<file path="config.mk">
export PLATFORM = sky130hd
export DESIGN_NAME = road_ctrl_regs
export DESIGN_NICKNAME = d
export VERILOG_FILES = /design/src/road_settings.svh /design/src/road_pkg.sv /design/src/road_ctrl_regs.sv
export SDC_FILE = /design/constraint.sdc
export NUM_CORES = 1
export LEC_CHECK = 0
export ABC_CLOCK_PERIOD_IN_PS = 1100
export BUFFER_PORTS_ARGS = -buffer_cell sky130_fd_sc_hd__buf_4
export CORE_AREA = 2 2 39 41
export DETAILED_ROUTE_END_ITERATION = 10
export DIE_AREA = 0 0 41 43
export GPL_TIMING_DRIVEN = 0
export PLACE_DENSITY = 0.45
export SLEW_MARGIN = 30
export SYNTH_ARGS = -nofsm -noshare
export SYNTH_HDL_FRONTEND = slang
export SYNTH_SLANG_ARGS = --single-unit
</file>
<file path="constraint.sdc">
create_clock -name clk -period 1.1 [get_ports clk]
set_input_delay 0.22 -clock clk [delete_from_list [all_inputs] [get_ports clk]]
set_output_delay 0.22 -clock clk [all_outputs]
set_load 0.1 [all_outputs]
</file>
<file path="src/road_settings.svh">
// Line RAM geometry is fixed by the board and the engine reads only the first five slots of an entry
`ifndef ROAD_SETTINGS_SVH
`define ROAD_SETTINGS_SVH

// ======================================================================
// Line parameter RAM geometry
// ======================================================================

// Lines held in one bank
`define ROAD_LINES 256

// Word slots reserved for each line entry
`define ROAD_ENTRY_WORDS 8

// ======================================================================
// Engine fetch
// ======================================================================

// Slots read at each horizontal sync
`define ROAD_FETCH_WORDS 5

`endif
</file>
<file path="src/road_pkg.sv">
// Shared widths and FSM encodings. Only the low 12 bits of a line slot word carry data
`default_nettype none

package road_pkg;

    // Data words on the CPU bus, the line RAM and the ROM ports
    typedef logic [15:0] road_word_t;

    // Line number in bits 10:3 and slot in bits 2:0
    typedef logic [10:0] road_cpu_addr_t;

    // Index, scroll and colour parameters
    typedef logic [11:0] road_field_t;

    typedef logic [13:0] road_rom_addr_t;

    // Layer pixel where 3 is transparent
    typedef logic [1:0]  road_pxl_t;

    typedef logic [7:0]  road_code_t;
    typedef logic [1:0]  road_mode_t;

    typedef enum logic [1:0] {
        fetch_idle,
        fetch_reading,
        fetch_done
    } fetch_state_t;

    typedef enum logic [1:0] {
        layer_idle,
        layer_request,
        layer_holding
    } layer_state_t;

endpackage

`default_nettype wire

</file>
<file path="src/road_ctrl_regs.sv">
// Mode writes need the low byte strobe and an armed swap waits for the next clock with vint high
`timescale 1ns/100ps
`default_nettype none

module road_ctrl_regs import road_pkg::*; (
    input  wire        clk,
    input  wire        rst,
    input  wire        io_cs,
    input  wire  [1:0] cpu_dswn,
    input  road_word_t cpu_dout,
    input  wire        vint,
    output road_mode_t mode,
    output logic       bank_sel
);

    logic swap_armed;
    logic mode_we;
    logic swap_req;

    assign mode_we  = io_cs && !cpu_dswn[0];
    // Access with no byte strobe at all is the swap request
    assign swap_req = io_cs && (cpu_dswn == 2'b11);

    // ======================================================================
    // Priority mode register
    // ======================================================================

    always_ff @(posedge clk or posedge rst) begin
        if (rst) begin
            mode <= '0;
        end else if (mode_we) begin
            mode <= road_mode_t'(cpu_dout[1:0]);
        end
    end

    // ======================================================================
    // Bank swap
    // ======================================================================

    always_ff @(posedge clk or posedge rst) begin
        if (rst) begin
            bank_sel   <= 1'b0;
            swap_armed <= 1'b0;
        end else begin
            if (vint && swap_armed) begin
                bank_sel   <= ~bank_sel;
                swap_armed <= 1'b0;
            end else if (swap_req) begin
                swap_armed <= 1'b1;
            end
        end
    end

endmodule

`default_nettype wire

</file>
## Word-level counts from Yosys, hierarchy flattened

Cells that the tools add are included.

- Output and inout port bits: 3
- Logic and storage cells: 12
- Input port bits: 22
- Register bits: 4

- Bitwise operators: 1
- Equality and inequality tests: 1
- Multiplexer cells: 2
- Reductions and logical operators: 5

Operators by type and width:

| cell | count |
|---|---|
| $logic_and A1 B1 Y1 | 3 |
| $eq A2 B2 Y1 const B | 1 |
| $mux W1 | 2 |
| $reduce_bool A2 Y1 | 1 |
| $logic_not A1 Y1 | 1 |
| $not A1 Y1 | 1 |

## Logic depth before layout (Yosys ltp)

- Depth in word-level cells: 4
- Gate-level depth with buffers: 2
- Mapped depth without buffers: 2

## Worst setup path before layout

No wires, ideal clock.

- Path kind: register to register
- Start point: reg, netlist name mode[0]
- End point: reg mode[0]
- Library setup time: 0.126 ns
- Clock period less this slack: 1.258 ns
- Arrival time: 1.132 ns
- Data required time: 0.974 ns
- Cell stages (with the launch flop): 2
- Setup slack: -0.158 ns
- Path buffers: 0
- Path through: dfrtp_1 -> mux2_4

RTL lines:

| element | line | RTL |
|---|---|---|
| end signal: assignment | road_ctrl_regs.sv:32 | `mode <= road_mode_t'(cpu_dout[1:0]);` |
| end: declaration | road_ctrl_regs.sv:12 | `output road_mode_t mode,` |

## Worst setup path after layout

- Start point: reg mode[1]
- End point: out mode[1]

No word-level cell between the ends.

==> results.toml <==
[setup_path]
crit_fanout = 2
startpoint = "mode[1]"
rrSetupSlack_ns = 0.31
crit_chain = "buf_6"
critPathArrivalTime_ns = 0.83
max_stage_delay_ns = 0.41
crit_path_top_delay_cell = "dfrtp_2"
crit_end = "mode[1]"
critical_path_class = "register to output port"
crit_path_start_kind = "register"
crit-reg2reg-launch = "mode[1]"
cp.required_ns = 0.88
critical-path-top-delay-family = "flip-flops"
r2r-end = "mode[1]"
reg2regPathDepth = 1
critPathCaptureType = "output port"
crit_buf_inv = 1
critical_path_depth = 1

[pwr]
clkPwrFrac_pct = 25.5
p_per_area_nw_per_um2 = 2429
vdd_drop_max_uv = 669.6
power_frac_comb_pct = 47.1
p_int_uw = 432.1
p_total_uw = 781.0
p_sw_share_pct = 44.67
p_leak_nw = 0.1523
p_seq_share_pct = 27.4
switching_power_uw = 348.9

[yosys]
syn_nets = 34
synthCells = 12
synth.avg_cell_area_um2 = 14.60
synth_top_area_cell = "dfrtp_1"
synthDistinctLibCells = 8
ys_ff_latch = 4
synth_seq_area_share_pct = 57.14
syn_area_um2 = 175.2
yosys-top-cells-area = "dfrtp_1 57%, mux2_4 17%, nor2b_4 7.9%"
synth_top_area_share_pct = 57.14
synth_warnings = 0

[global_routing]
grt_pass1_wl_um = 676
grt_start_max_net_pins = 5
antenna_found_initial = 0
track_usage_pct = 6.667
grt-ovfl-total = 0
grt_pass1_vias = 187

[clocking]
ctsHtreeMaxLevel = 1
cts_buffer_depth = 2
cts_made_buffers = 3
cts_tree = "done"
cts.sinks = 4
clockRootBuffer = "clkbuf_4"
clk_latency_ns = 0.23
cts_setup_buffers = 0
clkTransAtPathRegs_ns = 0.04

[die]
ios = 25
die_area_um2 = 1763
rows = 14
die_h_um = 43
design.core.area_um2 = 1384
chipWidth_um = 41
start_util_pct = 12.66

[sta]
max_freq_ghz = 0.9503
fin_ws_ns = 0.04773
setup_viol = 0
setup_tns_ns = 0
min_period_ns = 1.052
hold_slack_ns = 0.1840
finClkSkew_ns = 0.00003429
relSlewSlack_pct = 86.47
slew_viol_final = 0
tightestPinTransition_ns = 0.2035
final.period_utilization_pct = 95.66
hold_viol = 0
rsz0062_at_grt = "false"

[finish]
fillCellCount = 146
final_common_cell = "buf_4"
regArea_um2 = 103.9
fin_nets = 50
multi_input_area_um2 = 71.32
final_layout_size_suffix_gt1_share_pct = 70.37
syn_to_final_growth_pct = 83.57
diodes = 0
layout_common_cells = "7 x buf_4, 3 x dfrtp_2, 3 x clkbuf_4, 3 x buf_6, 2 x mux2_4"

[detailed_routing]
wl_um = 421
drtIter0Drc = 0
wl_per_cell_um = 9.791
drc = 0
vias = 146
dr.pass1.iters = 1
ant_nets = 0
routed_via_density = 3.395

[place]
post-place-ws_ns = 0.1772
routabilityCongestion = 0.5781
port_buffers = 10

[worst_hold_path]
hold_class = "input pin to register"

[status]
status = "complete, no violations"

[run]
cap_viol_max_count = 0
[Yosys cell counts, drive strengths merged]
cell   instances
dfrtp          4
nand3          1
inv            1
nand2          1
nor2b          1
mux2i          1
xnor2          1
mux2           2
[cells by family after synthesis]
family | synth area share (%)
XOR/XNOR | 5.001
buffers and inverters | 2.141
flip-flops | 57.15
multiplexers | 22.86
AND/OR/NAND/NOR | 12.85
[sequential cells by signal (all words and copies together) (netlist names)]
signal,cells
mode,2
swap_armed,1
bank_sel,1
[cell type report]
type	count	area share (%)
clock buffer	4	8.171
timing repair buffer	11	29.96
inverter	1	1.167
sequential	4	32.30
multi-input combinational	7	22.18
tap	16	6.226
[power groups by stage]
stage               registers [mW]  clock network (mW)  logic (mW)
floorplan                    0.428                   0      0.0439
global placement             0.208                   0       0.341
detailed placement           0.208                   0       0.348
CTS                          0.214               0.216       0.370
global route                 0.216               0.222       0.378
finish                       0.214               0.199       0.368
[metal layers]
metal	up-vias	part of all wire (%)	global-route usage, %
met3	0	15	3.141
met4	0	0	8.000
li1	68	-	-
met5	-	0	0
met1	67	37	7.213
met2	11	48	8.125
[stage by stage]
step           instances  cell area (µm²)  utilization, %
3_3_place_gp          38            274.0           19.80
2_1_floorplan         12            178.9               -
5_1_grt               43            321.6           23.24
3_5_place_dp          38            274.0           19.80
6_report              43            321.6           23.24
4_1_cts               43            321.6           23.24
[timing repair]
| action | CTS | global route |
|---|---|---|
| endpoints found under the setup margin | 3 | 0 |
| hold endpoints to repair | 4 | 0 |
| gates resized for setup | 3 | 0 |
| hold buffers | 1 | 0 |
[worst min-delay path by stage]
stage,start,to,slack [ns],cells past startpoint
finish,vint,swap_armed,0.18,2
floorplan,rst,swap_armed,-0.01,1
CTS,vint,swap_armed,0.18,2
global placement,rst,swap_armed,0.11,2
global route,vint,swap_armed,0.20,2
detailed placement,rst,swap_armed,0.12,2
(Power assumes the default switching activity.)
