### src/road_settings.svh
// Line RAM geometry is fixed by the board and the engine reads only the first five slots of an entry
`ifndef ROAD_SETTINGS_SVH
`define ROAD_SETTINGS_SVH

// ======================================================================
// Line parameter RAM geometry
// ======================================================================

// Lines held in one bank
`define ROAD_LINES 256

// Word slots reserved for each line entry
`define ROAD_ENTRY_WORDS 8

// ======================================================================
// Engine fetch
// ======================================================================

// Slots read at each horizontal sync
`define ROAD_FETCH_WORDS 5

`endif
### src/road_pkg.sv
// Shared widths and FSM encodings. Only the low 12 bits of a line slot word carry data
`default_nettype none

package road_pkg;

    // Data words on the CPU bus, the line RAM and the ROM ports
    typedef logic [15:0] road_word_t;

    // Line number in bits 10:3 and slot in bits 2:0
    typedef logic [10:0] road_cpu_addr_t;

    // Index, scroll and colour parameters
    typedef logic [11:0] road_field_t;

    typedef logic [13:0] road_rom_addr_t;

    // Layer pixel where 3 is transparent
    typedef logic [1:0]  road_pxl_t;

    typedef logic [7:0]  road_code_t;
    typedef logic [1:0]  road_mode_t;

    typedef enum logic [1:0] {
        fetch_idle,
        fetch_reading,
        fetch_done
    } fetch_state_t;

    typedef enum logic [1:0] {
        layer_idle,
        layer_request,
        layer_holding
    } layer_state_t;

endpackage

`default_nettype wire

### src/road_mixer.sv
// Purely combinational so the code follows the layer pixels registered on pxl_cen
`timescale 1ns/100ps
`default_nettype none

module road_mixer import road_pkg::*; (
    input  road_mode_t  mode,
    input  road_pxl_t   pxl0,
    input  road_pxl_t   pxl1,
    input  road_field_t col,
    output road_code_t  code
);

    logic      front;
    logic      back_en;
    road_pxl_t front_pxl;
    road_pxl_t back_pxl;
    logic      sel;
    logic      hit;

    // Mode bit 0 picks the front layer, bit 1 hides the other one
    assign front     = mode[0];
    assign back_en   = !mode[1];
    assign front_pxl = front ? pxl1 : pxl0;
    assign back_pxl  = front ? pxl0 : pxl1;

    always_comb begin
        sel = front;
        hit = 1'b0;
        if (front_pxl != 2'b11) begin
            hit = 1'b1;
        end else if (back_en && (back_pxl != 2'b11)) begin
            sel = ~front;
            hit = 1'b1;
        end
    end

    // Layer bit, 5-bit colour of that layer, then the pixel
    always_comb begin
        if (!hit) begin
            code = 8'hff;
        end else if (sel) begin
            code = {1'b1, col[9:5], pxl1};
        end else begin
            code = {1'b0, col[4:0], pxl0};
        end
    end

endmodule

`default_nettype wire

### config.mk
export PLATFORM = sky130hd
export DESIGN_NAME = road_mixer
export DESIGN_NICKNAME = d
export VERILOG_FILES = /design/src/road_settings.svh /design/src/road_pkg.sv /design/src/road_mixer.sv
export SDC_FILE = /design/constraint.sdc
export NUM_CORES = 1
export LEC_CHECK = 0
export BUFFER_PORTS_ARGS = -buffer_cell sky130_fd_sc_hd__buf_2
export CAP_MARGIN = 20
export CORE_AREA = 2 2 39 41
export DETAILED_ROUTE_END_ITERATION = 12
export DIE_AREA = 0 0 41 43
export PLACE_DENSITY = 0.6
export SYNTH_ARGS = -nofsm -noshare
export SYNTH_HDL_FRONTEND = slang
export SYNTH_SLANG_ARGS = --single-unit
### constraint.sdc
create_clock -name vclk -period 4.6
set_clock_uncertainty 0.15 [all_clocks]
set_input_delay 0.92 -clock vclk [all_inputs]
set_output_delay 0.92 -clock vclk [all_outputs]
set_load 0.1 [all_outputs]
After elaboration in Yosys (flattened, before gate mapping) --
Cells that the tools add are included.
Storage, ports and cells: bits in registers 0, input port bits 18, output and inout bits 8, logic and storage cells 13
Operators by class: equality and inequality tests 2, multiplexer cells 8, bitwise operators 1, reductions and logical operators 2
Operators by type and width (count):
- 8-bit two-way mux | 2
- 1-bit two-way mux | 4
- 2-bit two-way mux | 2
- 2-bit inequality test (second input constant) | 2
- 1-bit logical AND | 1
- 1-bit logical NOT | 1
- 1-bit inverter | 1

Logic depth before layout (Yosys ltp) --
depth after elaboration 7, depth in mapped cells 4, gate-level depth less buffers 3

Worst setup path after synthesis --
Ideal clock, no wire load.
kind input-to-output, start in mode[0], end out code[2], data arrival time 3.055 ns, required time 3.530 ns, path slack 0.475 ns, stages on the path 4, path buffers 1, path through and4b_1 > clkbuf_1 > a211oi_1 > mux2i_1
On the way: longest elaborated chain between the ends 7, elaborated cells on any way between the ends 12, those cells by class 2 x eq/ne; 8 x mux; 1 x bitwise; 1 x reduce/logical
RTL lines:
- start: declaration | line road_mixer.sv:6 | input road_mode_t mode,
- 2-bit two-way mux | line road_mixer.sv:24 | assign back_pxl = front ? pxl0 : pxl1;
- 2-bit inequality test | line road_mixer.sv:31 | end else if (back_en && (back_pxl != 2'b11)) begin
- 1-bit logical AND | line road_mixer.sv:31
- 1-bit two-way mux | line road_mixer.sv:31
- 1-bit two-way mux | line road_mixer.sv:29 | if (front_pxl != 2'b11) begin
- 8-bit two-way mux | line road_mixer.sv:41 | end else if (sel) begin
- 8-bit two-way mux (*) | line road_mixer.sv:39 | if (!hit) begin
- end: declaration | line road_mixer.sv:10 | output road_code_t code
Mark *: on every way between the ends. The rest lies on a longest branch, timed or not.

Worst setup path in the final report --
start in pxl1[1], end out code[3]
On the way: longest elaborated chain between the ends 7, elaborated cells on any way between the ends 11, those cells by class 2 x eq/ne; 8 x mux; 1 x reduce/logical
RTL lines:
- start: declaration | line road_mixer.sv:8 | input road_pxl_t pxl1,
- 2-bit two-way mux | line road_mixer.sv:24
- 2-bit inequality test | line road_mixer.sv:31
- 1-bit logical AND | line road_mixer.sv:31
- 1-bit two-way mux | line road_mixer.sv:31
- 1-bit two-way mux | line road_mixer.sv:29
- 8-bit two-way mux | line road_mixer.sv:41
- 8-bit two-way mux (*) | line road_mixer.sv:39
Marks and branches as above.

==> impl_metrics.yaml <==
status:
  status: "finished clean"
setup_path:
  crit_path_top_delay_cell: "o32a_1"
  worstPathRequired_ns: 3.53
  crit_top_cell: "buf_2"
  cp_num_buf_inv: 2
  startpoint: "pxl1[1]"
  start_kind: "input port"
  endpoint_kind: "output port"
  critPathMaxStageDelay_ns: 0.48
  path_delay_family: "buffers and inverters"
  critPathKind: "in -> out"
  path_cells: "buf_2 -> and2_1 -> o32a_1 -> mux2i_1 -> buf_2"
  cp.arrival_ns: 2.52
  crit_fanout: 11
timing:
  fin_crit_ns: 3.59
  hold_ws_ns: 2.20
  finalSetupViolCount: 0
  drv_slew: 0
  relSlewSlack_pct: 67.4
  tightest_slew_ns: 0.493
  maxClockFrequency_ghz: 0.278
  grt_setup_unrepaired: "no"
  period_share_pct: 78.1
  final_hold_viol_count: 0
  setup_tns_ns: 0
cells_and_area:
  num_antenna_cells: 0
  drive_gt1_share_pct: 49.1
  layout.cells.non_filler: 69
  fin_nets: 73
  syn_to_final_growth_pct: 47.2
  postLayoutCoreUtil_pct: 26.5
  regArea_sq_um: 0
  seq_cell_count: 0
  clkbuf_count: 0
pwr:
  p_total_w: 0.0000976
  p_leak_nw: 0.186
  p_per_area_mw_per_mm2: 266
  peakVddDrop_uv: 105
floorplan:
  placementRows: 14
  dieArea_sq_mm: 0.00176
  initial_utilization_pct: 18.0
  coreArea_sq_mm: 0.00138
  die_x_um: 41
  dieHeight_um: 43
  num_io_pins: 26
synthesis:
  synth.distinct_cells: 15
  synthMuxAreaShare_pct: 32.2
  synth_fa_ha_area_share_pct: 0
  yosysTopAreaCellShare_pct: 30.2
  yosys.area_share.simple_pct: 13.6
  synth_area_per_cell_sq_um: 7.55
  synthCells: 33
  synthXorXnorAreaFrac_pct: 0
  synth_compound_area_share_pct: 43.7
  synth_top_area_cell: "a211oi_1"
  synthTopCellsByArea: "a211oi_1 30%, mux2i_1 20%, mux2_4 12%"
  synth_commonest_cells: "10 x a211oi_1, 5 x mux2i_1, 3 x nand2_1"
  synth_fp_nets: 51
  synth_top_family_by_area: "compound AO/OA/AOI/OAI gates"
  yosysWarnings: 0
  synthesis.area_sq_um: 249
  yosysMostFrequentCell: "a211oi_1"
  ys_seq_area_share_pct: 0
clock_network:
  hold_buffers: 0
  cts_resized: 0
  post_cts_buffers: 0
route:
  wl_per_cell_um: 9.75
  drtIter0Drc: 3
  vias_per_cell: 4.72
  antenna_left: 0
  first_pass_iters: 2
  drt_wl_total_um: 673
  drc: 0
  vias: 326
grt:
  grt_max_degree: 12
  grt_overflow: 0
  antenna_found_initial: 0
  grt_use_total_pct: 9.19
  grt_pass1_wl_um: 1240
  grt_pass1_vias: 307
placed_design:
  globalplace.congestion: 0.709
  io_buffers: 24
  hpwl_um: 574
  dp.cells: 69
min_path:
  hold_class: "in -> out"
  hp-start: "pxl0[0]"
flow_run:
  cap_viol_max_count: 0
[report_power, final]
group / internal [W] / leakage [nW] / switching [W]
logic: 0.0000214 / 0.186 / 0.0000762
registers: 0 / 0 / 0
clock network: 0 / 0 / 0
total: 0.0000214 / 0.186 / 0.0000762
[path summary, 6_finish.rpt]
path	endpoint	slack, ns	cells after the start
worst max-delay path	code[3]	1.01	5
worst min-delay path	code[7]	2.20	4
[cell type report]
cell class	count	area, sq um
Tap cell	16	20.0
Fill cell	163	1020
Inverter	1	3.75
Timing Repair Buffer	24	120
Multi-Input combinational cell	28	223
[cell families after synthesis]
logic type      Yosys count
mux                       7
simple gates              6
compound gates           15
buf+inv                   5
[layout by cell type, fill, tap and decap left out]
cell / n
mux2_4: 2
o32a_1: 1
a211oi_1: 10
a22o_1: 1
mux2i_1: 5
inv_1: 1
a21oi_1: 2
nor2b_1: 1
and2_1: 1
buf_2: 24
and4b_1: 1
nand2_1: 3
o21ai_0: 1
[per-stage QoR]
| step | instance area, sq um | worst slack [ns] |
|---|---|---|
| after floorplan | 249 | 0.475 |
| after global placement | 367 | 0.999 |
| after detailed placement | 367 | 1.00 |
| after CTS | 367 | 0.993 |
| after global routing | 367 | 0.832 |
| final | 367 | 1.01 |
[metal layers]
layer  vias up  GRT usage (%)  wire (um)
li1        174              -          -
met1       136           12.0        287
met2        16           16.9        331
met3         0              0         54
met4         0              0          0
met5         -              0          0
Power figures use the tool's default switching activity.
