`src/road_settings.svh`:
```
// Line RAM geometry is fixed by the board and the engine reads only the first five slots of an entry
`ifndef ROAD_SETTINGS_SVH
`define ROAD_SETTINGS_SVH

// ======================================================================
// Line parameter RAM geometry
// ======================================================================

// Lines held in one bank
`define ROAD_LINES 256

// Word slots reserved for each line entry
`define ROAD_ENTRY_WORDS 8

// ======================================================================
// Engine fetch
// ======================================================================

// Slots read at each horizontal sync
`define ROAD_FETCH_WORDS 5

`endif
```
`src/road_pkg.sv`:
```
// Shared widths and FSM encodings. Only the low 12 bits of a line slot word carry data
`default_nettype none

package road_pkg;

    // Data words on the CPU bus, the line RAM and the ROM ports
    typedef logic [15:0] road_word_t;

    // Line number in bits 10:3 and slot in bits 2:0
    typedef logic [10:0] road_cpu_addr_t;

    // Index, scroll and colour parameters
    typedef logic [11:0] road_field_t;

    typedef logic [13:0] road_rom_addr_t;

    // Layer pixel where 3 is transparent
    typedef logic [1:0]  road_pxl_t;

    typedef logic [7:0]  road_code_t;
    typedef logic [1:0]  road_mode_t;

    typedef enum logic [1:0] {
        fetch_idle,
        fetch_reading,
        fetch_done
    } fetch_state_t;

    typedef enum logic [1:0] {
        layer_idle,
        layer_request,
        layer_holding
    } layer_state_t;

endpackage

`default_nettype wire

```
`src/road_line_fetch.sv`:
```
// Fields update within 7 clocks of the hs rise and a new hs rise restarts a fetch in progress
`timescale 1ns/100ps
`default_nettype none
`include "road_settings.svh"

module road_line_fetch import road_pkg::*; (
    input  wire            clk,
    input  wire            rst,
    input  wire            hs,
    input  wire      [8:0] v,
    input  road_word_t     eng_data,
    output road_cpu_addr_t eng_addr,
    output road_field_t    idx0,
    output road_field_t    idx1,
    output road_field_t    scr0,
    output road_field_t    scr1,
    output road_field_t    col
);

    localparam int SLOT_W = $clog2(`ROAD_ENTRY_WORDS);
    localparam int LINE_W = $clog2(`ROAD_LINES);
    localparam logic [SLOT_W-1:0] LAST_SLOT = SLOT_W'(`ROAD_FETCH_WORDS - 1);

    fetch_state_t      state;
    logic              hs_l;
    logic [LINE_W-1:0] line;
    logic [SLOT_W-1:0] slot;
    // Slot whose word the RAM returns in the current clock
    logic [SLOT_W-1:0] rd_slot;
    logic              rd_vld;

    assign eng_addr = {line, slot};

    // ======================================================================
    // Address sequencer
    // ======================================================================

    always_ff @(posedge clk or posedge rst) begin
        if (rst) begin
            state   <= fetch_idle;
            hs_l    <= 1'b0;
            line    <= '0;
            slot    <= '0;
            rd_slot <= '0;
            rd_vld  <= 1'b0;
        end else begin
            hs_l    <= hs;
            rd_slot <= slot;
            rd_vld  <= (state == fetch_reading);
            if (hs && !hs_l) begin
                line  <= v[LINE_W-1:0];
                slot  <= '0;
                state <= fetch_reading;
            end else begin
                case (state)
                    fetch_reading: begin
                        if (slot == LAST_SLOT) begin
                            state <= fetch_done;
                        end else begin
                            slot <= slot + 1'b1;
                        end
                    end
                    // Last word is captured here
                    fetch_done: state <= fetch_idle;
                    default: ;
                endcase
            end
        end
    end

    // ======================================================================
    // Parameter capture, one clock behind the address
    // ======================================================================

    always_ff @(posedge clk or posedge rst) begin
        if (rst) begin
            idx0 <= '0;
            idx1 <= '0;
            scr0 <= '0;
            scr1 <= '0;
            col  <= '0;
        end else if (rd_vld) begin
            case (rd_slot)
                3'd0: idx0 <= eng_data[11:0];
                3'd1: idx1 <= eng_data[11:0];
                3'd2: scr0 <= eng_data[11:0];
                3'd3: scr1 <= eng_data[11:0];
                3'd4: col  <= eng_data[11:0];
                default: ;
            endcase
        end
    end

endmodule

`default_nettype wire

```
`config.mk`:
```
export PLATFORM = sky130hd
export DESIGN_NAME = road_line_fetch
export DESIGN_NICKNAME = d
export VERILOG_FILES = /design/src/road_pkg.sv /design/src/road_line_fetch.sv
export VERILOG_INCLUDE_DIRS = /design/src
export SDC_FILE = /design/constraint.sdc
export NUM_CORES = 1
export LEC_CHECK = 0
export BUFFER_PORTS_ARGS = -buffer_cell sky130_fd_sc_hd__buf_4
export CAP_MARGIN = 20
export CORE_MARGIN = 5
export CORE_UTILIZATION = 35
export DETAILED_ROUTE_END_ITERATION = 10
export GPL_TIMING_DRIVEN = 0
export SLEW_MARGIN = 20
export SYNTH_ARGS = -nofsm -noshare
export SYNTH_HDL_FRONTEND = slang
export SYNTH_SLANG_ARGS = --single-unit
```
`constraint.sdc`:
```
create_clock -name clk -period 3.9 [get_ports clk]
set_input_delay 0.195 -clock clk [delete_from_list [all_inputs] [get_ports clk]]
set_output_delay 0.195 -clock clk [all_outputs]
set_load 0.01 [all_outputs]
```
Yosys cells after proc, flatten, opt, wreduce, memory -nomap -nowiden. Index checks and enable logic that the tools add are counted. W data, S select, Z words.

Add/sub/neg operators: 1. Equal/unequal tests: 9. Multiplexer cells: 6. Reduce and logical (&&, ||, !) cells: 12.

Operators with widths (count): $reduce_and A2 Y1 (7); $mux W3 (3); $eq A3 B2 Y1 const B (2); $eq A3 B3 Y1 const B (2); $mux W2 (2); $pmux W2 S2 (1); $add A3 B1 Y3 const B (1); $eq A3 B1 Y1 const B (1); $logic_not A3 Y1 (1); $ne A3 B1 Y1 const B (1); $reduce_bool A3 Y1 (1); $eq A2 B1 Y1 const B (1); $eq A2 B2 Y1 const B (1); $ne A2 B2 Y1 const B (1); $reduce_bool A2 Y1 (1); $logic_and A1 B1 Y1 (1); $logic_not A1 Y1 (1).

Bits in registers: 78. Input bits: 28. Output and inout bits: 71. Word-level logic and storage cells: 39.

Logic depth before layout (Yosys ltp).
Word-level depth: 4. Mapped depth: 5. Mapped depth without buffers: 5.

Worst setup path after synthesis. No wires, ideal clock.

Path kind: reg2reg. From: register rd_slot[1]. To: register idx0[0]. Setup time: 125 ps. Arrival: 1286 ps. Required time: 3775 ps. Path slack: 2489 ps. Cell stages (with the launch flop): 4. Buffers on the path: 1. Period minus slack after synthesis: 1411 ps. Path through: dfrtp_1 -> nor4b_4 -> buf_8 -> mux2_4.

Cells in the longest elaborated chain, start to end: 2.

RTL lines: start: declaration (RTL line road_line_fetch.sv:29) `logic [SLOT_W-1:0] rd_slot;`; start signal: assignment (RTL line road_line_fetch.sv:48) `rd_slot <= slot;`; $logic_not A3 Y1 (RTL line road_line_fetch.sv:83) `case (rd_slot)`; $reduce_and A2 Y1 (no source line); end signal: assignment (RTL line road_line_fetch.sv:84) `3'd0: idx0 <= eng_data[11:0];`; end: declaration (RTL line road_line_fetch.sv:13) `output road_field_t idx0,`.

Every way passes these cells. A chain may end at the register's enable or synchronous reset.

Worst setup path after layout.
From: register rd_slot[1]. To: register idx0[1].

Same word-level chain as after synthesis.

==> impl_metrics.json <==
{
  "hold_start": "v[6]",
  "fin_nets": 335,
  "clk_path_buf_depth": 2,
  "clk_transition_reported_paths_ns": 0.09,
  "min_period_ns": 1.54,
  "clock-sinks": 78,
  "yosys-top-cells-area": "dfrtp_1 (62%), mux2_4 (19%), mux2_1 (3.6%)",
  "syn_inst": 198,
  "coreArea_mm2": 0.00876,
  "cts_made_buffers": 9,
  "dieArea_mm2": 0.0110,
  "worst_ep_arrival_time_ns": 1.76,
  "yosys_warnings": 0,
  "synth_cell_types": 24,
  "drv_cap": 0,
  "seqCellArea_mm2": 0.00195,
  "clock-skew-final_ns": 0.0155,
  "place.gp.congestion": 0.689,
  "reg2reg_to": "idx0[1]",
  "io_buffers": 93,
  "drc": 0,
  "slew_violations": 0,
  "min_path_type": "in -> reg",
  "antenna_cells": 0,
  "vdd_drop_max_mv": 0.303,
  "htreeDepth": 3,
  "die_w_um": 105,
  "routedWlPerCell_um": 16.3,
  "max_freq_mhz": 647,
  "period_share": 0.396,
  "r2r_cells": 3,
  "slew_headroom": 0.663,
  "dp_hpwl_mm": 4.80,
  "yosysSeqAreaShare": 0.619,
  "rsz0062_at_grt": "no",
  "startpoint": "rd_slot[1]",
  "drt_iter0_drc": 33,
  "synth_top_cell_area_share": 0.619,
  "finalSetupTns_ns": 0,
  "syn2layout_area_growth_pct": 34.1,
  "utilization": 0.483,
  "synth-seq-cells": 78,
  "reg2reg_from": "rd_slot[1]",
  "mostFrequentLayoutCells": "buf_4 (94), dfrtp_1 (78), mux2_4 (40)",
  "first_pass_iters": 4,
  "ios": 99,
  "grt_pass1_wl_mm": 11.2,
  "status": "complete, no violations",
  "hold_path_depth": 3,
  "syn-num-nets": 228,
  "power.density_mw_per_mm2": 876,
  "postCtsSetupRepairBufs": 0,
  "worst_pin_slew_ns": 0.505,
  "track_usage": 0.127,
  "routed-via-count": 1926,
  "syn_area_mm2": 0.00315,
  "avgSynthCellArea_um2": 15.9,
  "start_util": 0.360,
  "crit_fanout": 10,
  "vias_per_cell": 4.61,
  "cp-start-kind": "flop",
  "setup_viol": 0,
  "grt_pass1_vias": 2070,
  "worstSetupEndpointType": "flop",
  "cts_tree": "done",
  "rows": 34,
  "antenna_found_initial": 0,
  "p_leak_nw": 2.11,
  "final_common_cell": "buf_4",
  "finalHoldViolCount": 0,
  "worstHoldEndpoint": "line[6]",
  "fill_cells": 790,
  "wl_mm": 6.82,
  "drive_above_1_share": 0.548,
  "multi_input_area_mm2": 0.00112,
  "worstPathRequired_ns": 4.11,
  "synth_top_area_cell": "dfrtp_1",
  "r2r_slack_ns": 2.36,
  "gr-total-overflow": 0,
  "grt_max_degree": 41,
  "fp.dieH_um": 105,
  "clkLatencyLatePin_ns": 0.34,
  "cts_root_buf": "clkbuf_8",
  "ant_nets": 0,
  "worstSetupPathType": "reg -> reg"
}
-- how the worst max path moves through the flow --
stage	slack [ns]	end
global route	2.31	idx0[3]
CTS	2.36	idx0[1]
detailed placement	2.36	idx0[7]
finish	2.36	idx0[1]
global placement	0.70	idx1[4]
floorplan	1.71	col[0]
-- sequential cells by signal, summed over array words and instances (netlist names) --
signal,count
scr1,12
state,2
scr0,12
hs_l,1
idx0,12
slot,3
line,8
idx1,12
rd_vld,1
col,12
rd_slot,3
-- final cells by class --
cell class	instances	area share
plain buffers	7	0.0151
well taps	108	0.0319
clock buffers	11	0.0334
inverters	4	0.00414
flip-flops and latches	78	0.461
repair buffers	96	0.175
multi-input cells	109	0.266
clock inverters	5	0.0139
-- routing by layer --
| metal | up-vias | share of wire | track usage | wire length (um) |
|---|---|---|---|---|
| met4 | 0 | 0.0026 | 0.0274 | 18 |
| met5 | - | 0 | 0 | 0 |
| met2 | 70 | 0.46 | 0.196 | 3130 |
| met3 | 2 | 0.079 | 0.0512 | 542 |
| li1 | 893 | - | - | - |
| met1 | 961 | 0.46 | 0.170 | 3130 |
-- cells in the mapped netlist, drive strengths merged --
library cell and number:
dfrtp 78, mux2 60, nand2 27, buf 5
inv 4, a21oi 3, o21ai 3, and4bb 2
clkbuf 2, ha 2, nand2b 2, nand3 2
nor3 2, and2 1, and4b 1, nand4b 1
nor2b 1, nor4b 1, o211a 1
-- critical path, cell delays in order (launching register included) --
cell     delay [ns]
dfrtp_1        0.46
nor4b_4        0.44
buf_8          0.23
mux2_4         0.31
-- repair_timing --
item | CTS | global route
gates resized for setup | 0 | 0
hold buffers | 2 | 0
endpoints found under the hold margin | 40 | 0
-- metrics by stage --
stage | cells | setup WS, ns | power (mW) | instance area [um^2] | hold WS (ns)
global placement | 399 | 0.702 | 3.12 | 3990 | 0.322
floorplan | 198 | 1.71 | 2.39 | 3150 | 0.226
finish | 418 | 2.36 | 3.71 | 4230 | 0.0397
detailed placement | 400 | 2.36 | 3.15 | 4010 | 0.281
global route | 418 | 2.31 | 3.94 | 4230 | 0.0254
CTS | 418 | 2.36 | 3.77 | 4230 | 0.0219
-- cells by family after synthesis --
kind of cell             after synthesis  share of synthesized area
AND/OR/NAND/NOR                       40                     0.0738
multiplexers                          60                      0.262
AO/OA/AOI/OAI                          7                     0.0127
adder cells (fa/ha/maj)                2                    0.00793
buffers and inverters                 11                     0.0250
flip-flops                            78                      0.619
-- report_power, final --
part | switching [mW] | internal, mW | total [mW]
Clock | 0.289 | 0.314 | 0.602
Sequential | 0.254 | 1.18 | 1.44
Combinational | 0.630 | 1.04 | 1.67
Power figures use the tool's default switching activity.
