File: src/road_settings.svh
// Line RAM geometry is fixed by the board and the engine reads only the first five slots of an entry
`ifndef ROAD_SETTINGS_SVH
`define ROAD_SETTINGS_SVH

// ======================================================================
// Line parameter RAM geometry
// ======================================================================

// Lines held in one bank
`define ROAD_LINES 256

// Word slots reserved for each line entry
`define ROAD_ENTRY_WORDS 8

// ======================================================================
// Engine fetch
// ======================================================================

// Slots read at each horizontal sync
`define ROAD_FETCH_WORDS 5

`endif
File: src/road_pkg.sv
// Shared widths and FSM encodings. Only the low 12 bits of a line slot word carry data
`default_nettype none

package road_pkg;

    // Data words on the CPU bus, the line RAM and the ROM ports
    typedef logic [15:0] road_word_t;

    // Line number in bits 10:3 and slot in bits 2:0
    typedef logic [10:0] road_cpu_addr_t;

    // Index, scroll and colour parameters
    typedef logic [11:0] road_field_t;

    typedef logic [13:0] road_rom_addr_t;

    // Layer pixel where 3 is transparent
    typedef logic [1:0]  road_pxl_t;

    typedef logic [7:0]  road_code_t;
    typedef logic [1:0]  road_mode_t;

    typedef enum logic [1:0] {
        fetch_idle,
        fetch_reading,
        fetch_done
    } fetch_state_t;

    typedef enum logic [1:0] {
        layer_idle,
        layer_request,
        layer_holding
    } layer_state_t;

endpackage

`default_nettype wire

File: src/road_layer.sv
// Needs ROM latency of 3 clocks or less, pxl_cen at most 1 in 4 and 12 clocks after hs falls
`timescale 1ns/100ps
`default_nettype none

module road_layer import road_pkg::*; (
    input  wire            clk,
    input  wire            rst,
    input  wire            pxl_cen,
    input  wire            hs,
    input  road_field_t    idx,
    input  road_field_t    scr,
    input  road_word_t     rom_data,
    input  wire            rom_ok,
    output road_rom_addr_t rom_addr,
    output logic           rom_cs,
    output road_pxl_t      pxl
);

    layer_state_t state;
    logic         hs_l;
    logic         first;
    road_field_t  hpos;
    road_field_t  idx_l;
    logic [5:0]   req_grp;
    // Group that the next group start will need
    logic [5:0]   nxt_grp;
    road_word_t   buf_word;
    road_word_t   cur_word;
    logic         cur_ok;
    logic         live;
    logic         new_grp;
    logic         consume;
    logic         fresh;
    logic         keep;
    logic         win;
    road_word_t   word;
    logic         word_ok;
    road_word_t   shifted;

    assign live    = !hs && !hs_l;
    assign new_grp = first || (hpos[2:0] == 3'd0);
    assign consume = live && pxl_cen && new_grp;
    // Wanted word arriving in this clock
    assign fresh   = live && (state == layer_request) && rom_ok && (req_grp == nxt_grp);
    // Word is kept only if it is still the one wanted next
    assign keep    = fresh && !consume;

    assign rom_cs   = (state == layer_request) && !hs;
    assign rom_addr = {idx_l[8:1], req_grp};

    // ======================================================================
    // Pixel extraction
    // ======================================================================

    assign win     = !idx_l[11] && (hpos[11:9] == 3'd3);
    // At a group start the prefetched word takes over, or the word arriving right now
    assign word    = new_grp ? (fresh ? rom_data : buf_word) : cur_word;
    assign word_ok = new_grp ? ((state == layer_holding) || fresh) : cur_ok;
    assign shifted = word << hpos[2:0];

    always_ff @(posedge clk) begin
        if (keep) begin
            buf_word <= rom_data;
        end
        if (consume) begin
            cur_word <= word;
        end
    end

    // ======================================================================
    // Scroll counter and ROM request FSM
    // ======================================================================

    always_ff @(posedge clk or posedge rst) begin
        if (rst) begin
            state   <= layer_idle;
            hs_l    <= 1'b0;
            first   <= 1'b0;
            hpos    <= '0;
            idx_l   <= '0;
            req_grp <= '0;
            nxt_grp <= '0;
            cur_ok  <= 1'b0;
            pxl     <= 2'b11;
        end else begin
            hs_l <= hs;
            if (hs) begin
                state <= layer_idle;
                pxl   <= 2'b11;
            end else if (hs_l) begin
                // Falling edge of hs starts the line
                hpos    <= scr;
                idx_l   <= idx;
                req_grp <= scr[8:3];
                nxt_grp <= scr[8:3];
                first   <= 1'b1;
                cur_ok  <= 1'b0;
                state   <= layer_request;
            end else begin
                if (pxl_cen) begin
                    hpos  <= hpos + 1'b1;
                    first <= 1'b0;
                    pxl   <= (win && word_ok) ? {shifted[15], shifted[7]} : 2'b11;
                    if (new_grp) begin
                        cur_ok  <= word_ok;
                        nxt_grp <= nxt_grp + 6'd1;
                    end
                end
                case (state)
                    layer_request: begin
                        if (rom_ok) begin
                            if (keep) begin
                                state <= layer_holding;
                            end else begin
                                // Word used at once or late, then the next needed group asked for
                                req_grp <= consume ? nxt_grp + 6'd1 : nxt_grp;
                            end
                        end
                    end
                    layer_holding: begin
                        if (consume) begin
                            req_grp <= nxt_grp + 6'd1;
                            state   <= layer_request;
                        end
                    end
                    default: ;
                endcase
            end
        end
    end

endmodule

`default_nettype wire

File: config.mk
export PLATFORM = sky130hd
export DESIGN_NAME = road_layer
export DESIGN_NICKNAME = d
export VERILOG_FILES = /design/src/road_settings.svh /design/src/road_pkg.sv /design/src/road_layer.sv
export SDC_FILE = /design/constraint.sdc
export NUM_CORES = 1
export LEC_CHECK = 0
export ABC_AREA = 1
export BUFFER_PORTS_ARGS = -buffer_cell sky130_fd_sc_hd__buf_2
export CAP_MARGIN = 10
export CORE_MARGIN = 3
export CORE_UTILIZATION = 36
export CTS_CLUSTER_SIZE = 8
export DETAILED_ROUTE_END_ITERATION = 10
export GPL_ROUTABILITY_DRIVEN = 0
export HOLD_SLACK_MARGIN = 0.03
export PLACE_DENSITY_LB_ADDON = 0.05
export SYNTH_ARGS = -nofsm -noshare
export SYNTH_HDL_FRONTEND = slang
export SYNTH_SLANG_ARGS = --single-unit
File: constraint.sdc
create_clock -name clk -period 3.2 [get_ports clk]
set_clock_uncertainty 0.1 [all_clocks]
set_input_delay 0.16 -clock clk [delete_from_list [all_inputs] [get_ports clk]]
set_output_delay 0.16 -clock clk [all_outputs]
set_load 0.03 [all_outputs]
=== Yosys cells after proc, flatten, opt, wreduce, memory -nomap -nowiden ===
Index checks and enable logic that the tools add are counted.

* Flip-flop bits (word level): 75
* Output and inout bits: 17
* Input port bits: 45

* Mux-type cells: 29
* Shifts and indexed selects: 1
* Add/sub/neg operators: 2
* Eq/ne operators: 11
* Bitwise logic cells: 1
* Reduce and logical (&&, ||, !) cells: 28

{| class="wikitable"
|+ Operators by type and width
! operator !! count
|-
| $mux W6 || 8
|-
| $mux W16 || 2
|-
| $mux W12 || 2
|-
| $mux W2 || 9
|-
| $shl A16 B3 Y16 || 1
|-
| $add A12 B1 Y12 const B || 1
|-
| $ne A4 B4 Y1 const B || 3
|-
| $pmux W6 S2 || 1
|-
| $logic_and A1 B1 Y1 || 10
|-
| $ne A3 B3 Y1 const B || 3
|-
| $add A6 B1 Y6 const B || 1
|-
| $eq A6 B6 Y1 || 1
|-
| $mux W1 || 6
|-
| $reduce_and A2 Y1 || 3
|-
| $reduce_bool A2 Y1 || 3
|-
| $reduce_and A5 Y1 || 1
|-
| $logic_not A1 Y1 || 4
|-
| $pmux W2 S2 || 1
|-
| $reduce_and A4 Y1 || 1
|-
| $reduce_bool A4 Y1 || 1
|-
| $eq A3 B2 Y1 const B || 1
|-
| $logic_not A3 Y1 || 1
|-
| $reduce_and A3 Y1 || 1
|-
| $reduce_bool A3 Y1 || 1
|-
| other kinds (5) || 6
|}

=== Longest topological paths before layout ===
Gate-level depths: netlist of run 1.

* Depth after elaboration: 12
* Gate-level depth with buffers: 17

=== Worst setup path after synthesis of run 1 ===
No wires, ideal clock.

* Kind: reg-to-reg
* From: register hpos[0]
* To: register state[0]
* Data arrival time: 2243 ps
* Stages on the path, launching flop included: 14
* Required time: 2972 ps
* Setup slack: 729 ps
* Clock period less this slack: 2471 ps
* Cells stage by stage: dfrtp_1 -> buf_2 -> inv_1 -> ha_1 -> nand2_1 -> nand2_2 -> nand2_1 -> nor2_2 -> inv_1 -> a21o_1 -> a21oi_1 -> nor2_1 -> a21oi_1 -> a21oi_1

* Longest elaborated chain between the ends: 7
* Elaborated cells on any way between the ends: 8

{| class="wikitable"
|+ Ends and longest elaborated chain
! item !! RTL line !! source
|-
| start: declaration || road_layer.sv:22 || <nowiki>road_field_t hpos;</nowiki>
|-
| start signal: assignment || road_layer.sv:92 || <nowiki>hpos <= scr;</nowiki>
|-
| start signal: assignment || road_layer.sv:101 || <nowiki>hpos <= hpos + 1'b1;</nowiki>
|-
| $logic_not A3 Y1 * || road_layer.sv:41 || <nowiki>assign new_grp = first || (hpos[2:0] == 3'd0);</nowiki>
|-
| $logic_or A1 B1 Y1 * || road_layer.sv:41 ||
|-
| $logic_and A1 B1 Y1 * || road_layer.sv:42 || <nowiki>assign consume = live && pxl_cen && new_grp;</nowiki>
|-
| net consume || road_layer.sv:32 || <nowiki>logic consume;</nowiki>
|-
| $logic_not A1 Y1 || road_layer.sv:46 || <nowiki>assign keep = fresh && !consume;</nowiki>
|-
| $logic_and A1 B1 Y1 || road_layer.sv:46 ||
|-
| $ne A4 B4 Y1 (no line) || n/a ||
|-
| $reduce_and A4 Y1 (no line) * || n/a ||
|-
| end signal: assignment || road_layer.sv:76 || <nowiki>state <= layer_idle;</nowiki>
|-
| end signal: assignment || road_layer.sv:88 || <nowiki>state <= layer_idle;</nowiki>
|-
| end signal: assignment || road_layer.sv:98 || <nowiki>state <= layer_request;</nowiki>
|-
| end: declaration || road_layer.sv:19 || <nowiki>layer_state_t state;</nowiki>
|}

The timed path passes the listed nets; every way through them passes the cells marked *.
A chain may end at the register's enable or synchronous reset.

=== Final worst setup path of run 1 ===
* From: register hpos[0]
* To: register buf_word[13], enable pin

* Longest elaborated chain between the ends: 5

{| class="wikitable"
|+ Ends and longest elaborated chain
! item !! RTL line !! source
|-
| $logic_not A3 Y1 || road_layer.sv:41 ||
|-
| $logic_or A1 B1 Y1 || road_layer.sv:41 ||
|-
| $logic_and A1 B1 Y1 || road_layer.sv:42 ||
|-
| net consume || road_layer.sv:32 ||
|-
| $logic_not A1 Y1 || road_layer.sv:46 ||
|-
| $logic_and A1 B1 Y1 || road_layer.sv:46 ||
|-
| net keep || road_layer.sv:34 || <nowiki>logic keep;</nowiki>
|-
| end signal: assignment || road_layer.sv:63 || <nowiki>buf_word <= rom_data;</nowiki>
|-
| end: declaration || road_layer.sv:27 || <nowiki>road_word_t buf_word;</nowiki>
|}

The timed path passes the listed nets, and every way through them passes these cells.

==> results of run 1 <==
[layer usage]
| layer | vias to the layer above | GRT usage (%) | share of wire, % |
|---|---|---|---|
| li1 | 1854 | - | - |
| met1 | 1672 | 23.3 | 50 |
| met2 | 51 | 26.2 | 45 |
| met5 | - | 0 | 0 |
| met4 | 0 | 5.45 | 1.9 |
| met3 | 17 | 3.61 | 3.1 |
[per-stage QoR]
| step | power, mW | std cells | util (%) |
|---|---|---|---|
| final | 3.03 | 753 | 46.5 |
| after global routing | 3.21 | 753 | 46.5 |
| after detailed placement | 1.95 | 706 | 40.9 |
| after CTS | 3.06 | 753 | 46.5 |
| after floorplan | 1.74 | 521 | - |
| after global placement | 1.93 | 706 | 40.9 |
[cells in the mapped netlist]
| cell | instances |
|---|---|
| clkinv_1 | 1 |
| o21ai_0 | 30 |
| nor2_4 | 2 |
| nand2_2 | 7 |
| buf_6 | 1 |
| o211ai_1 | 4 |
| buf_4 | 9 |
| a22oi_1 | 1 |
| xor2_1 | 4 |
| a211oi_1 | 1 |
| inv_1 | 66 |
| dfstp_2 | 2 |
| o31ai_1 | 2 |
| nor2_1 | 32 |
| ha_1 | 5 |
| xnor2_1 | 2 |
| and2_1 | 6 |
| or2_2 | 10 |
| nor2_2 | 4 |
| nand3b_1 | 3 |
| edfxtp_1 | 32 |
| nor3_1 | 3 |
| dfrtp_1 | 38 |
| clkbuf_1 | 6 |
| a31oi_1 | 7 |
| inv_2 | 5 |
| nor4_1 | 1 |
| nand3_1 | 59 |
| nand2_1 | 148 |
| and2_2 | 2 |
| nand3_2 | 1 |
| buf_2 | 5 |
| nand2_4 | 1 |
| o32ai_1 | 1 |
| a21oi_1 | 16 |
| o22ai_1 | 1 |
| a21o_1 | 1 |
| nand4_1 | 2 |
[critical path, cell delays in order, from the launching register on]
cell	delay [ns]
dfrtp_1	0.54
inv_1	0.22
ha_1	0.24
nand2_1	0.07
nand2_2	0.05
nand2_1	0.16
nor2_2	0.07
inv_1	0.13
nand2_1	0.09
inv_1	0.34
buf_4	0.26
[final cells by class]
type	count	area, sq um
Fill cell	1122	5870
Sequential cell	72	1960
Multi-Input combinational cell	356	1730
Timing Repair Buffer	97	661
Inverter	72	270
Clock buffer	10	229
Tap cell	140	175
Clock inverter	6	83.8
[sequential cells by signal, indices dropped and copies added, names as in the netlist]
register,cells
idx_l,9
first,1
buf_word,16
state,2
hpos,12
pxl,2
hs_l,1
cur_word,16
req_grp,6
cur_ok,1
nxt_grp,6
[cell families (layout without fill, tap and decap cells)]
group,count (synthesis),count (layout),synth area share [%]
and+or+nand+nor,281,281,30.7
AOI/OAI and AO/OA,64,64,8.72
buffers and inverters,93,185,9.70
xor gates and xnor gates,6,6,1.29
DFF,72,72,48.1
adders and majority gates,5,5,1.53
[power by group through the flow]
stage               sequential, mW  combinational (mW)  clock, mW
floorplan                     1.21               0.529          0
global placement              1.18               0.750          0
detailed placement            1.19               0.756          0
CTS                           1.17               0.790       1.10
global route                  1.19               0.885       1.14
finish                        1.17               0.781       1.08
[final timing paths]
check	from	to	slack, ns	cells after the start
max	hpos[0]	buf_word[13]	0.62	10
min	scr[2]	hpos[2]	0.06	3
max reg2reg	hpos[0]	buf_word[13]	0.62	10
min reg2reg	idx_l[6]	idx_l[6]	0.37	2
max in group asynchronous	rst	hpos[6]	2.22	4
min in group asynchronous	rst	idx_l[8]	0.39	4
==> results.cfg, run 1 <==
[run_status]
status = finished, final reports clean

[layout]
final_common_cell = nand2_1
n_antenna_cell = 0
layout-drive-gt1-share_pct = 18.8
syn_to_final_growth_pct = 25.0
layout.nets = 658
layout_common_cells = nand2_1 (148), inv_1 (66), nand3_1 (59)
fin_area_sq_um = 5110

[routing]
dr.pass1.iters = 6
drc = 0
drt_iter0_drc = 205
routed_via_density = 4.77
ant_nets = 0
post_drt_wl_per_cell_microns = 13.8
vias = 3594
wl_mm = 10.4

[synthesis]
yosysSeqAreaShare_pct = 48.1
synth.avg_cell_area_sq_um = 7.85
synth_seq_cells = 72
syn_nets = 571
synthDistinctLibCells = 38
yosys_warnings = 0
netlist_instances = 521
synth.area.top_cells = edfxtp_1 (24%), dfrtp_1 (23%), nand2_1 (14%)
yosysTopAreaCell = edfxtp_1
yosysTopAreaCellShare_pct = 23.5
netlist_area_sq_um = 4090

[sta]
fin_crit_sh_pct = 80.5
finalHoldViolCount = 0
timing.fmax_mhz = 388
grt_setup_unrepaired = false
holdWs_ns = 0.0628
setup_slack_ns = 0.623
relSlewSlack_pct = 64.1
finalMaxSlewViolations = 0
setup_viol = 0
finalCriticalPeriod_ns = 2.58
worst_pin_slew_ns = 0.539
tns_ns = 0

[clock_tree]
clockRootBuffer = clkbuf_16
cts_tree = done
cts_hold_buf = 31
cts_resized = 0
htree_levels = 3
cts.path.max_buffers = 2
cts_buffers = 9
path_clk_slew_ns = 0.06
clkSinkCount = 72
clock_latency_ns = 0.33
postCtsSetupBuffers = 0

[power_and_ir_drop]
seq_power_share_pct = 38.7
internal_power_mw = 2.03
cellPowerDensity_nw_per_um2 = 593
p_leak_nw = 2.46
power.share.clock_pct = 35.5
p_sw_mw = 1.00
p_sw_share_pct = 33.1
worst_ir_drop_vdd_v = 0.000284
pwr-share-comb_pct = 25.8

[grt]
grt_overflow = 0
grt_pass1_wl_mm = 17.2
grt_max_degree = 41
grt_pass1_vias = 3465
track_usage_pct = 16.8
antenna_found_initial = 0

[die]
die_area_sq_um = 12700
initial_core_util_pct = 37.2
die_h_microns = 113
die_x_microns = 113
coreArea_sq_um = 11000
io_pins = 62
rows = 38

[placed_design]
port_buffers = 58
dp_slack_ns = 0.615
place_area_sq_um = 4490
place.detailed.hpwl_mm = 7.45

[worst_setup_path]
crit_required_ns = 3.14
end_kind = register
cp_data_arrival_time_ns = 2.51
path_class = reg -> reg
critPathMaxFanout = 9
startpoint_type = register

[run]
drv_cap = 0

[hold_path]
hold_path_class = in -> reg
Power figures use the tool's default switching activity.
==> inputs of run 2 (changes only) <==
clock period = 2.15 ns   (was 3.2 ns; I/O delays follow)
==> results.cfg, run 2 (same netlist as run 1, synthesis figures left out) <==
[placed_design]
port_buffers = 58
dp_slack_ns = 0.00380
place.detailed.hpwl_mm = 7.59
dp_cells = 728

[worst_setup_path]
end_kind = register
reg2reg_depth = 16
rr_endpoint = pxl[1]
worstSetupStartpoint = hs
critPathMaxFanout = 8
crit_required_ns = 2.33
cp_data_arrival_time_ns = 2.24
endpoint = pxl[1]
r2r_setup_slack_ns = 0.10
startpoint_type = primary input
path_class = in -> reg
r2r_start = state[1]

[hold_path]
hold_path_class = in -> reg

[grt]
grt_max_degree = 41
antenna_found_initial = 0
track_usage_pct = 17.1
grt_pass1_wl_mm = 17.4
grt_overflow = 0
grt_pass1_vias = 3520

[routing]
routed_via_density = 4.74
wl_mm = 10.8
ant_nets = 0
drc = 0
dr.pass1.iters = 6
drt_iter0_drc = 208
post_drt_wl_per_cell_microns = 13.7
vias = 3739

[layout]
final_common_cell = nand2_1
layout_common_cells = nand2_1 (139), inv_1 (60), buf_2 (58)
n_antenna_cell = 0
multi_input_area_sq_um = 1890
fillers = 1097
top_regs = buf_word: 16 flops, cur_word: 16 flops, hpos: 12 flops
stdcell_count = 788
syn_to_final_growth_pct = 36.0
layout-drive-gt1-share_pct = 29.0
regArea_sq_um = 1970
layout.nets = 693

[sta]
finalCriticalPeriod_ns = 2.06
setup_slack_ns = 0.0910
holdWs_ns = 0.0712
finalHoldViolCount = 0
fin_crit_sh_pct = 95.8
worst_pin_slew_ns = 0.565
finalMaxSlewViolations = 0
grt_setup_unrepaired = true
tns_ns = 0
timing.fmax_mhz = 486
setup_viol = 0
relSlewSlack_pct = 62.3

[die]
coreArea_sq_um = 11000
die_h_microns = 113
rows = 38
initial_core_util_pct = 37.2
io_pins = 62
die_area_sq_um = 12700
die_x_microns = 113

[clock_tree]
path_clk_slew_ns = 0.06
cts_tree = done
clockRootBuffer = clkbuf_16
cts.path.max_buffers = 2
htree_levels = 3
clock_latency_ns = 0.33
clkSinkCount = 72
cts_buffers = 9

[run]
drv_cap = 0

[power_and_ir_drop]
cellPowerDensity_nw_per_um2 = 825
worst_ir_drop_vdd_v = 0.000315
p_leak_nw = 2.66
total_power_mw = 4.59

[run_status]
status = finished, final reports clean
-- run 2: how the worst min path moves through the flow --
stage	startpoint	to	cells past startpoint
after CTS	scr[8]	nxt_grp[5]	3
after floorplan	hs	hs_l	0
after global routing	scr[8]	nxt_grp[5]	3
after global placement	rst	idx_l[3]	3
final	scr[8]	hpos[8]	3
after detailed placement	rst	idx_l[3]	3
-- run 2: metrics by stage --
stage	cell area (sq um)	util [%]
after floorplan	4100	-
after global placement	4660	42.4
after detailed placement	4660	42.4
after CTS	5320	48.4
after global routing	5560	50.6
final	5560	50.6
-- run 2: per-layer routing --
layer | up-vias | part of all wire [%] | global-route usage, %
met5 | - | 0 | 0
met2 | 61 | 47 | 27.1
met3 | 14 | 2.9 | 1.99
li1 | 1927 | - | -
met1 | 1737 | 48 | 23.8
met4 | 0 | 1.8 | 6.65
-- run 2: final cells by class --
cell class / count / area share, %
inverters: 72 / 4.97
clock inverters: 4 / 0.788
well taps: 140 / 3.15
repair buffers: 132 / 17.2
multi-input cells: 356 / 34.1
flip-flops and latches: 72 / 35.4
clock buffers: 12 / 4.43
-- run 2: report_power, final --
part           total (mW)  internal (mW)  switching (mW)
logic                1.38          0.536           0.842
clock network        1.48          0.923           0.559
registers            1.73           1.60           0.127
total                4.59           3.06            1.53
-- run 2: critical path, stage by stage --
cell and delay (ns):
dlygate4sd3_1 0.53, buf_2 0.14, inv_2 0.08, nand2_2 0.09, nor2_2 0.15, nand2_2 0.08
nor2_4 0.26, nand2_4 0.15, nand2_1 0.11, nand3_2 0.08, nand3_2 0.07, nand3_1 0.08
nand2_1 0.08, nand2_1 0.05, nand3_1 0.06, nand2_1 0.05, inv_1 0.05
-- run 2: timing repair --
item,in CTS,in global routing
endpoints found under the setup margin,2,23
endpoints found under the hold margin,74,0
resized for setup,1,59
pin swaps,0,13
hold buffers,36,0
setup buffers,0,8
